$ cat src/s3g_cfg.svh
`ifndef S3G_CFG_SVH
`define S3G_CFG_SVH

// Register file sizes
`define S3G_NUM_OUT_REGS 32
`define S3G_BANK_SIZE    8
`define S3G_NUM_BANKS    4   // NUM_OUT_REGS / BANK_SIZE
`define S3G_NUM_IN_REGS  16

`define S3G_BUF_BYTES    16  // Per packet buffer
`define S3G_NUM_INTS     32

// Version reply bytes
`define S3G_VER_HI       8'hBA
`define S3G_VER_LO       8'hCE

`define S3G_EXT_VER_0    8'h02
`define S3G_EXT_VER_1    8'h00
`define S3G_EXT_VER_2    8'h02
`define S3G_EXT_VER_3    8'h00
`define S3G_EXT_VER_4    8'hCE
`define S3G_EXT_VER_5    8'h00
`define S3G_EXT_VER_6    8'h00
`define S3G_EXT_VER_7    8'h00

`endif

$ cat src/s3g_proto_pkg.sv
`default_nettype none

package s3g_proto_pkg;

    typedef enum logic [7:0] {
        OP_VERSION       = 8'd0,
        OP_EXT_VERSION   = 8'd27,
        OP_WRITE_OUT_REG = 8'd60,
        OP_READ_IN_REG   = 8'd61,
        OP_OUT_STBS      = 8'd62,
        OP_CLEAR_INTS    = 8'd63
    } s3g_opcode_e;

    // What the reply builder has to send next
    typedef enum logic [3:0] {
        REPLY_NONE,
        REPLY_OK,
        REPLY_ERROR,
        REPLY_UNKNOWN,
        REPLY_VERSION,
        REPLY_EXT_VERSION,
        REPLY_READ_REG
    } s3g_reply_e;

    typedef enum logic [7:0] {
        CODE_ERROR   = 8'h80,
        CODE_OK      = 8'h81,
        CODE_UNKNOWN = 8'h85
    } s3g_code_e;

    typedef enum logic [2:0] {ST_IDLE, ST_READ, ST_READ1, ST_DELAY, ST_BUSY} s3g_state_e;

endpackage

`default_nettype wire

$ cat src/s3g_regs_pkg.sv
`default_nettype none

`include "s3g_cfg.svh"

package s3g_regs_pkg;

    typedef logic [7:0] s3g_byte_t;
    typedef logic [31:0] s3g_word_t;
    typedef logic [7:0] s3g_addr_t;

    typedef s3g_byte_t s3g_buf_t [`S3G_BUF_BYTES];

    // Output register write with a one cycle strobe
    typedef struct packed {
        logic      stb;
        s3g_addr_t addr;
        s3g_word_t data;
    } s3g_out_wr_t;

endpackage

`default_nettype wire

$ cat src/s3g_cmd_decoder.sv
`default_nettype none

`include "s3g_cfg.svh"

module s3g_cmd_decoder (
    input  logic                          clk,
    input  logic                          rst,
    input  logic                          rx_packet_done,
    input  logic                          rx_packet_error,
    input  logic                          tx_busy,
    input  s3g_regs_pkg::s3g_byte_t       rx_payload_len,
    input  s3g_regs_pkg::s3g_buf_t        rx_buf,
    input  logic [`S3G_NUM_INTS-1:0]      ints,
    output s3g_regs_pkg::s3g_out_wr_t     out_wr,
    output logic [`S3G_NUM_INTS-1:0]      out_stbs,
    output logic [`S3G_NUM_INTS-1:0]      pending_ints,
    output s3g_proto_pkg::s3g_reply_e     reply_kind,
    output logic [15:0]                   cmd_id,
    output s3g_regs_pkg::s3g_byte_t       in_sel
);
    import s3g_proto_pkg::*;
    import s3g_regs_pkg::*;

    s3g_state_e state;
    s3g_state_e next_state;
    s3g_reply_e next_reply;
    s3g_opcode_e opcode;
    s3g_byte_t next_in_sel;
    s3g_word_t arg_word;
    logic [`S3G_NUM_INTS-1:0] next_stbs;
    logic [`S3G_NUM_INTS-1:0] clr_mask;
    logic start;

    assign opcode = s3g_opcode_e'(rx_buf[2]);
    assign arg_word = {rx_buf[6], rx_buf[5], rx_buf[4], rx_buf[3]};  // Little-endian
    assign start = (state == ST_IDLE) && (rx_packet_done || rx_packet_error);

    always_comb
    begin
        next_state = state;
        next_reply = REPLY_NONE;
        next_in_sel = in_sel;
        next_stbs = '0;
        clr_mask = '0;
        out_wr.stb = 1'b0;
        out_wr.addr = rx_buf[3];
        out_wr.data = {rx_buf[7], rx_buf[6], rx_buf[5], rx_buf[4]};

        case (state)
            ST_IDLE:
            begin
                if (rx_packet_done)
                begin
                    next_state = ST_DELAY;
                    if (rx_payload_len == 8'd0)
                        next_reply = REPLY_OK;  // Ping
                    else
                    begin
                        case (opcode)
                            OP_VERSION:
                                next_reply = REPLY_VERSION;
                            OP_EXT_VERSION:
                                next_reply = REPLY_EXT_VERSION;
                            OP_WRITE_OUT_REG:
                            begin
                                out_wr.stb = 1'b1;
                                next_reply = REPLY_OK;
                            end
                            OP_READ_IN_REG:
                            begin
                                next_in_sel = rx_buf[3];
                                next_state = ST_READ;
                            end
                            OP_OUT_STBS:
                            begin
                                next_stbs = arg_word;
                                next_reply = REPLY_OK;
                            end
                            OP_CLEAR_INTS:
                            begin
                                clr_mask = arg_word;
                                next_reply = REPLY_OK;
                            end
                            default:
                                next_reply = REPLY_UNKNOWN;
                        endcase
                    end
                end
                else if (rx_packet_error)
                begin
                    next_state = ST_DELAY;
                    next_reply = REPLY_ERROR;
                end
            end
            ST_READ:
                next_state = ST_READ1;  // Builder captures the input word
            ST_READ1:
            begin
                next_state = ST_DELAY;
                next_reply = REPLY_READ_REG;
            end
            ST_DELAY:
                next_state = ST_BUSY;
            ST_BUSY:
            begin
                if (!tx_busy)
                    next_state = ST_IDLE;
            end
            default:
                next_state = ST_IDLE;
        endcase
    end

    always_ff @(posedge clk)
    begin
        if (rst)
        begin
            state <= ST_IDLE;
            reply_kind <= REPLY_NONE;
            cmd_id <= 16'hFFFF;
            in_sel <= '0;
            out_stbs <= '0;
            pending_ints <= '0;
        end
        else
        begin
            state <= next_state;
            reply_kind <= next_reply;
            in_sel <= next_in_sel;
            out_stbs <= next_stbs;
            pending_ints <= (pending_ints & ~clr_mask) | ints;  // Set wins over clear
            if (start)
                cmd_id <= {rx_buf[1], rx_buf[0]};
        end
    end

endmodule

`default_nettype wire

$ cat src/s3g_out_bank.sv
`default_nettype none

`include "s3g_cfg.svh"

module s3g_out_bank #(
    parameter int BANK_INDEX = 0
) (
    input  logic                      clk,
    input  logic                      rst,
    input  s3g_regs_pkg::s3g_out_wr_t out_wr,
    output s3g_regs_pkg::s3g_word_t   regs [`S3G_BANK_SIZE]
);
    import s3g_regs_pkg::*;

    localparam int IDX_W = $clog2(`S3G_BANK_SIZE);
    localparam int ADDR_W = $bits(s3g_addr_t);

    logic hit;

    // High address bits pick the bank, so 32 and up never match
    assign hit = out_wr.stb && (out_wr.addr[ADDR_W-1:IDX_W] == BANK_INDEX);

    always_ff @(posedge clk)
    begin
        if (rst)
        begin
            for (int i = 0; i < `S3G_BANK_SIZE; i++)
                regs[i] <= '0;
        end
        else if (hit)
            regs[out_wr.addr[IDX_W-1:0]] <= out_wr.data;
    end

endmodule

`default_nettype wire

$ cat src/s3g_reply_builder.sv
`default_nettype none

`include "s3g_cfg.svh"

module s3g_reply_builder (
    input  logic                      clk,
    input  s3g_proto_pkg::s3g_reply_e reply_kind,
    input  logic [15:0]               cmd_id,
    input  s3g_regs_pkg::s3g_byte_t   in_sel,
    input  s3g_regs_pkg::s3g_word_t   in_regs [`S3G_NUM_IN_REGS],
    output logic                      tx_packet_wr,
    output s3g_regs_pkg::s3g_byte_t   tx_payload_len,
    output s3g_regs_pkg::s3g_buf_t    tx_buf
);
    import s3g_proto_pkg::*;
    import s3g_regs_pkg::*;

    localparam int SEL_W = $clog2(`S3G_NUM_IN_REGS);

    s3g_word_t in_data;

    always_ff @(posedge clk)
    begin
        if (in_sel < `S3G_NUM_IN_REGS)
            in_data <= in_regs[in_sel[SEL_W-1:0]];
        else
            in_data <= '0;  // No such input register
    end

    always_ff @(posedge clk)
    begin
        tx_packet_wr <= 1'b1;
        tx_payload_len <= 8'd3;
        for (int i = 0; i < `S3G_BUF_BYTES; i++)
            tx_buf[i] <= '0;
        tx_buf[0] <= cmd_id[7:0];
        tx_buf[1] <= cmd_id[15:8];

        case (reply_kind)
            REPLY_OK:
                tx_buf[2] <= CODE_OK;
            REPLY_ERROR:
                tx_buf[2] <= CODE_ERROR;
            REPLY_UNKNOWN:
                tx_buf[2] <= CODE_UNKNOWN;
            REPLY_VERSION:
            begin
                tx_payload_len <= 8'd5;
                tx_buf[2] <= CODE_OK;
                tx_buf[3] <= `S3G_VER_HI;
                tx_buf[4] <= `S3G_VER_LO;
            end
            REPLY_EXT_VERSION:
            begin
                tx_payload_len <= 8'd11;
                tx_buf[2] <= CODE_OK;
                tx_buf[3] <= `S3G_EXT_VER_0;
                tx_buf[4] <= `S3G_EXT_VER_1;
                tx_buf[5] <= `S3G_EXT_VER_2;
                tx_buf[6] <= `S3G_EXT_VER_3;
                tx_buf[7] <= `S3G_EXT_VER_4;
                tx_buf[8] <= `S3G_EXT_VER_5;
                tx_buf[9] <= `S3G_EXT_VER_6;
                tx_buf[10] <= `S3G_EXT_VER_7;
            end
            REPLY_READ_REG:
            begin
                tx_payload_len <= 8'd7;
                tx_buf[2] <= CODE_OK;
                tx_buf[3] <= in_data[7:0];  // LSB first
                tx_buf[4] <= in_data[15:8];
                tx_buf[5] <= in_data[23:16];
                tx_buf[6] <= in_data[31:24];
            end
            default:
            begin
                tx_packet_wr <= 1'b0;
                tx_payload_len <= '0;
            end
        endcase
    end

endmodule

`default_nettype wire

$ cat src/s3g_executor.sv
`default_nettype none

`include "s3g_cfg.svh"

module s3g_executor (
    input  logic                    clk,
    input  logic                    rst,
    input  logic                    rx_packet_done,
    input  logic                    rx_packet_error,
    input  s3g_regs_pkg::s3g_byte_t rx_payload_len,
    input  s3g_regs_pkg::s3g_buf_t  rx_buf,
    input  logic                    tx_busy,
    output logic                    tx_packet_wr,
    output s3g_regs_pkg::s3g_byte_t tx_payload_len,
    output s3g_regs_pkg::s3g_buf_t  tx_buf,
    output s3g_regs_pkg::s3g_word_t out_regs [`S3G_NUM_OUT_REGS],
    input  s3g_regs_pkg::s3g_word_t in_regs [`S3G_NUM_IN_REGS],
    output logic [`S3G_NUM_INTS-1:0] out_stbs,
    input  logic [`S3G_NUM_INTS-1:0] ints,
    output logic [`S3G_NUM_INTS-1:0] pending_ints
);
    import s3g_proto_pkg::*;
    import s3g_regs_pkg::*;

    s3g_out_wr_t out_wr;
    s3g_reply_e reply_kind;
    logic [15:0] cmd_id;
    s3g_byte_t in_sel;

    s3g_cmd_decoder i_cmd_decoder (
        .clk            (clk),
        .rst            (rst),
        .rx_packet_done (rx_packet_done),
        .rx_packet_error(rx_packet_error),
        .tx_busy        (tx_busy),
        .rx_payload_len (rx_payload_len),
        .rx_buf         (rx_buf),
        .ints           (ints),
        .out_wr         (out_wr),
        .out_stbs       (out_stbs),
        .pending_ints   (pending_ints),
        .reply_kind     (reply_kind),
        .cmd_id         (cmd_id),
        .in_sel         (in_sel)
    );

    // Each bank drives its own slice of out_regs
    genvar g;
    generate
        for (g = 0; g < `S3G_NUM_BANKS; g++)
        begin : g_bank
            localparam int LO = g * `S3G_BANK_SIZE;
            localparam int HI = LO + `S3G_BANK_SIZE - 1;

            s3g_out_bank #(
                .BANK_INDEX(g)
            ) i_out_bank (
                .clk   (clk),
                .rst   (rst),
                .out_wr(out_wr),
                .regs  (out_regs[LO:HI])
            );
        end
    endgenerate

    s3g_reply_builder i_reply_builder (
        .clk           (clk),
        .reply_kind    (reply_kind),
        .cmd_id        (cmd_id),
        .in_sel        (in_sel),
        .in_regs       (in_regs),
        .tx_packet_wr  (tx_packet_wr),
        .tx_payload_len(tx_payload_len),
        .tx_buf        (tx_buf)
    );

endmodule

`default_nettype wire

$ cat config.mk
export PLATFORM = sky130hd
export DESIGN_NAME = s3g_executor
export DESIGN_NICKNAME = d
export VERILOG_FILES = /design/src/s3g_proto_pkg.sv /design/src/s3g_regs_pkg.sv /design/src/s3g_cmd_decoder.sv /design/src/s3g_out_bank.sv /design/src/s3g_reply_builder.sv /design/src/s3g_executor.sv
export VERILOG_INCLUDE_DIRS = /design/src
export SDC_FILE = /design/constraint.sdc
export NUM_CORES = 2
export LEC_CHECK = 0
export ABC_CLOCK_PERIOD_IN_PS = 2800
export BUFFER_PORTS_ARGS = -buffer_cell sky130_fd_sc_hd__buf_4
export CORE_AREA = 3 3 741 743
export DETAILED_ROUTE_END_ITERATION = 8
export DIE_AREA = 0 0 744 746
export PLACE_DENSITY = 0.3
export SYNTH_ARGS = -nofsm -noshare
export SYNTH_HDL_FRONTEND = slang
export SYNTH_SLANG_ARGS = --single-unit
$ cat constraint.sdc
create_clock -name clk -period 2.8 [get_ports clk]
set_clock_uncertainty 0.2 [all_clocks]
set_input_delay 0.28 -clock clk [delete_from_list [all_inputs] [get_ports clk]]
set_output_delay 0.28 -clock clk [all_outputs]
set_load 0.03 [all_outputs]
==> results.txt <==
WS Path Type = in -> reg
Fin. Hold Viols = 0
Core area = 0.544 mm^2
Total gr overflow = 0
Setup WS post-layout = -0.0100 ns
Static Leakage = 39.7 nW
Post-synth ARST share = 0%
Relative slew slack = 27.6%
Die extent in x = 744 um
Post-DRT Antenna Nets = 0
Placed cell count = 13300
Initial Util = 9.09%
Slew Viols, Final = 0
Area Growth Syn to Fin = 73.6%
Initial antenna violation count = 82
Main synth FF type = dfxtp_1
Largest net degree at the start of global routing = 90
DRC viols = 0
Least-Margin Pin Slew = 1.09 ns
I/O Pins = 1910
Outcome = complete, but fails checks
Num CTS Buffers = 168
Startpoint Class = input pin
Via density = 3.05
Most common library cells after synthesis = 1207 x dfxtp_1, 1087 x mux2i_1, 1058 x nand2b_1, 274 x clkbuf_1, 109 x buf_2
Sequential-to-total area share from yosys stat = 48.9%
Clock latency on the worst-skew pair = 0.92 ns
Via count = 43500
Power per cell area = 510 mW/mm^2
FP Rows = 271
Top-count cell post-synth = dfxtp_1
Die area = 0.555 mm^2
First-pass GRT wire length = 477 mm
Top cell type's share of synthesized area = 48.9%
CP Data Arrival Time = 3.31 ns
Crit end category = flip-flop
Final Cell Area = 0.0858 mm^2
Total Nets Final = 7532
Failing checks = setup timing
Max Fclk = 356 MHz
H-Tree Depth = 4
Maximum vdd drop = 0.000422 V
Wirelength, routed = 376 mm
RSZ-0062 raised after global routing = no
Total number of yosys warnings = 0
Distinct cells, synth = 49
Final period util = 100%
Syn_area_per_cell = 11.2 um^2
Yosys top cell by area = dfxtp_1
CTS root buf = clkbuf_16
RD Place Congestion = 0.822
Worst Path Required = 3.30 ns
GRT Util Overall = 12.9%
IO Port Bufs = 1769
Count of final setup violators = 3
DRT Pass-1 Iters = 5
Crit Path Max Fanout = 32
Post-synth EDFFs = 0
Die Span Y = 746 um
Clk slew on worst S/H paths = 0.05 ns
CTS tree = yes
CTS sink count = 1207
Syn Std Cell Area = 0.0494 mm^2
Vias in the first global route = 45800
Starting DRT DRC Count = 2055
Per-cell routed wire length = 26.4 um
Cells after synthesis = 4426
Synth top area cells = dfxtp_1 49%, mux2i_1 22%, nand2b_1 13%, mux4_2 4.4%, clkbuf_1 2.1%
Max Cap Viol = 0
Dpl cell area = 0.0740 mm^2
CTS max path bufs = 4
Post-synthesis register bit count = 1207
Hold WC Path Type = in -> reg
DPL Wire Length = 293 mm
Share of layout cells above drive strength 1 = 36.2%
Fin cells = 14300
Minimum clock period = 2.81 ns
-- where the power goes --
| part | switching, W | leakage, nW | internal (W) |
|---|---|---|---|
| sequential | 0.0000880 | 9.75 | 0.0173 |
| clock | 0.00911 | 2.71 | 0.0128 |
| combinational | 0.00246 | 27.3 | 0.00198 |
-- layer usage --
metal	global-route usage, %	vias up	share of wire (%)	routed length, um
met5	0	-	0.033	124
met1	13.1	21600	36	134000
li1	-	19800	-	-
met4	4.46	18	3.6	13600
met3	3.64	385	6.9	25900
met2	25.0	1606	54	203000
-- cells in the final DEF, fill, tap and decap left out, drive strengths merged, types with 55 or more instances in the layout --
cell | synthesis | final
buf | 208 | 2065
dfxtp | 1207 | 1207
mux2i | 1087 | 1087
nand2b | 1058 | 1058
dlygate4sd3 | 0 | 589
clkbuf | 274 | 248
mux4 | 97 | 97
nand3 | 80 | 80
conb | 1 | 76
a22oi | 62 | 62
diode | 0 | 61
and2 | 55 | 55
-- critical path: stages --
cell and delay (ns):
dlygate4sd3_1 0.55, buf_4 0.11, nor4_2 0.03, dlygate4sd3_1 0.57, buf_4 0.18, a211oi_4 0.22
buf_4 0.17, buf_4 0.22, buf_6 0.27, nand3_4 0.10, buf_12 0.17, mux2i_1 0.21
-- cell families (layout without fill, tap and decap cells) --
family,after synthesis,after routing,synth area share (%)
DFF,1207,1207,48.9
other,1,137,0.00759
buffers and inverters,485,2954,4.60
muxes,1186,1186,26.5
AOI/OAI and AO/OA,184,184,2.72
and+or+nand+nor,1363,1363,17.3
-- sequential cells by signal, indices dropped and copies added, names as in the netlist --
name and cells:
i_reply_builder.tx_buf 52, i_reply_builder.tx_payload_len 4, i_cmd_decoder.reply_kind 3, g_bank.i_out_bank.regs 1024
i_cmd_decoder.in_sel 8, i_cmd_decoder.state 3, i_cmd_decoder.cmd_id 16, i_cmd_decoder.out_stbs 32
i_cmd_decoder.pending_ints 32, i_reply_builder.in_data 32, i_reply_builder.tx_packet_wr 1
-- area by class of cell --
type / count / area [um^2]
multi-input combinational: 2809 / 23800
clock buffer: 245 / 4870
sequential: 1207 / 24200
tap: 7234 / 9050
timing repair buffer: 2658 / 23100
clock inverter: 48 / 653
fill: 60700 / 458000
inverter: 3 / 11.3
antenna: 61 / 153
-- metrics by stage --
| stage | hold WS (ns) | setup slack [ns] | power (W) | util (%) | setup TNS [ns] |
|---|---|---|---|---|---|
| floorplan | 0.124 | 0.371 | 0.0192 | - | 0 |
| global route | 0.00823 | 0.00541 | 0.0457 | 15.8 | 0 |
| finish | 0.0286 | -0.0100 | 0.0438 | 15.8 | -0.0182 |
| global placement | 0.134 | -0.200 | 0.0217 | 13.6 | -53.66 |
| CTS | 0.00300 | 0.00692 | 0.0451 | 15.7 | 0 |
| detailed placement | 0.132 | -0.191 | 0.0217 | 13.6 | -59.27 |
-- timing repair --
item,4_1_cts,5_1_grt
endpoints found under the setup margin,29,49
gates cloned,1,3
gates resized for setup,3,8
hold endpoints to repair,820,1
setup buffers,3,7
hold buffers,588,1
pin swaps,1,3
-- final timing paths --
path / end / start / cells after the start / slack [ns]
setup / recovery: g_bank[2].i_out_bank.regs[51]$_SDFFE_PP0P_ / rx_payload_len[6] / 12 / -0.01
hold / removal: i_reply_builder.in_data[27]$_SDFF_PP0_ / in_regs[315] / 4 / 0.03
setup reg to reg: g_bank[2].i_out_bank.regs[108]$_SDFFE_PP0P_ / i_cmd_decoder.state[2]$_SDFFE_PP0P_ / 8 / 0.08
hold reg to reg: i_reply_builder.tx_buf[112]$_DFF_P_ / i_cmd_decoder.cmd_id[8]$_SDFFE_PP1P_ / 0 / 0.15
No activity file was read; power rests on OpenSTA's default activity.
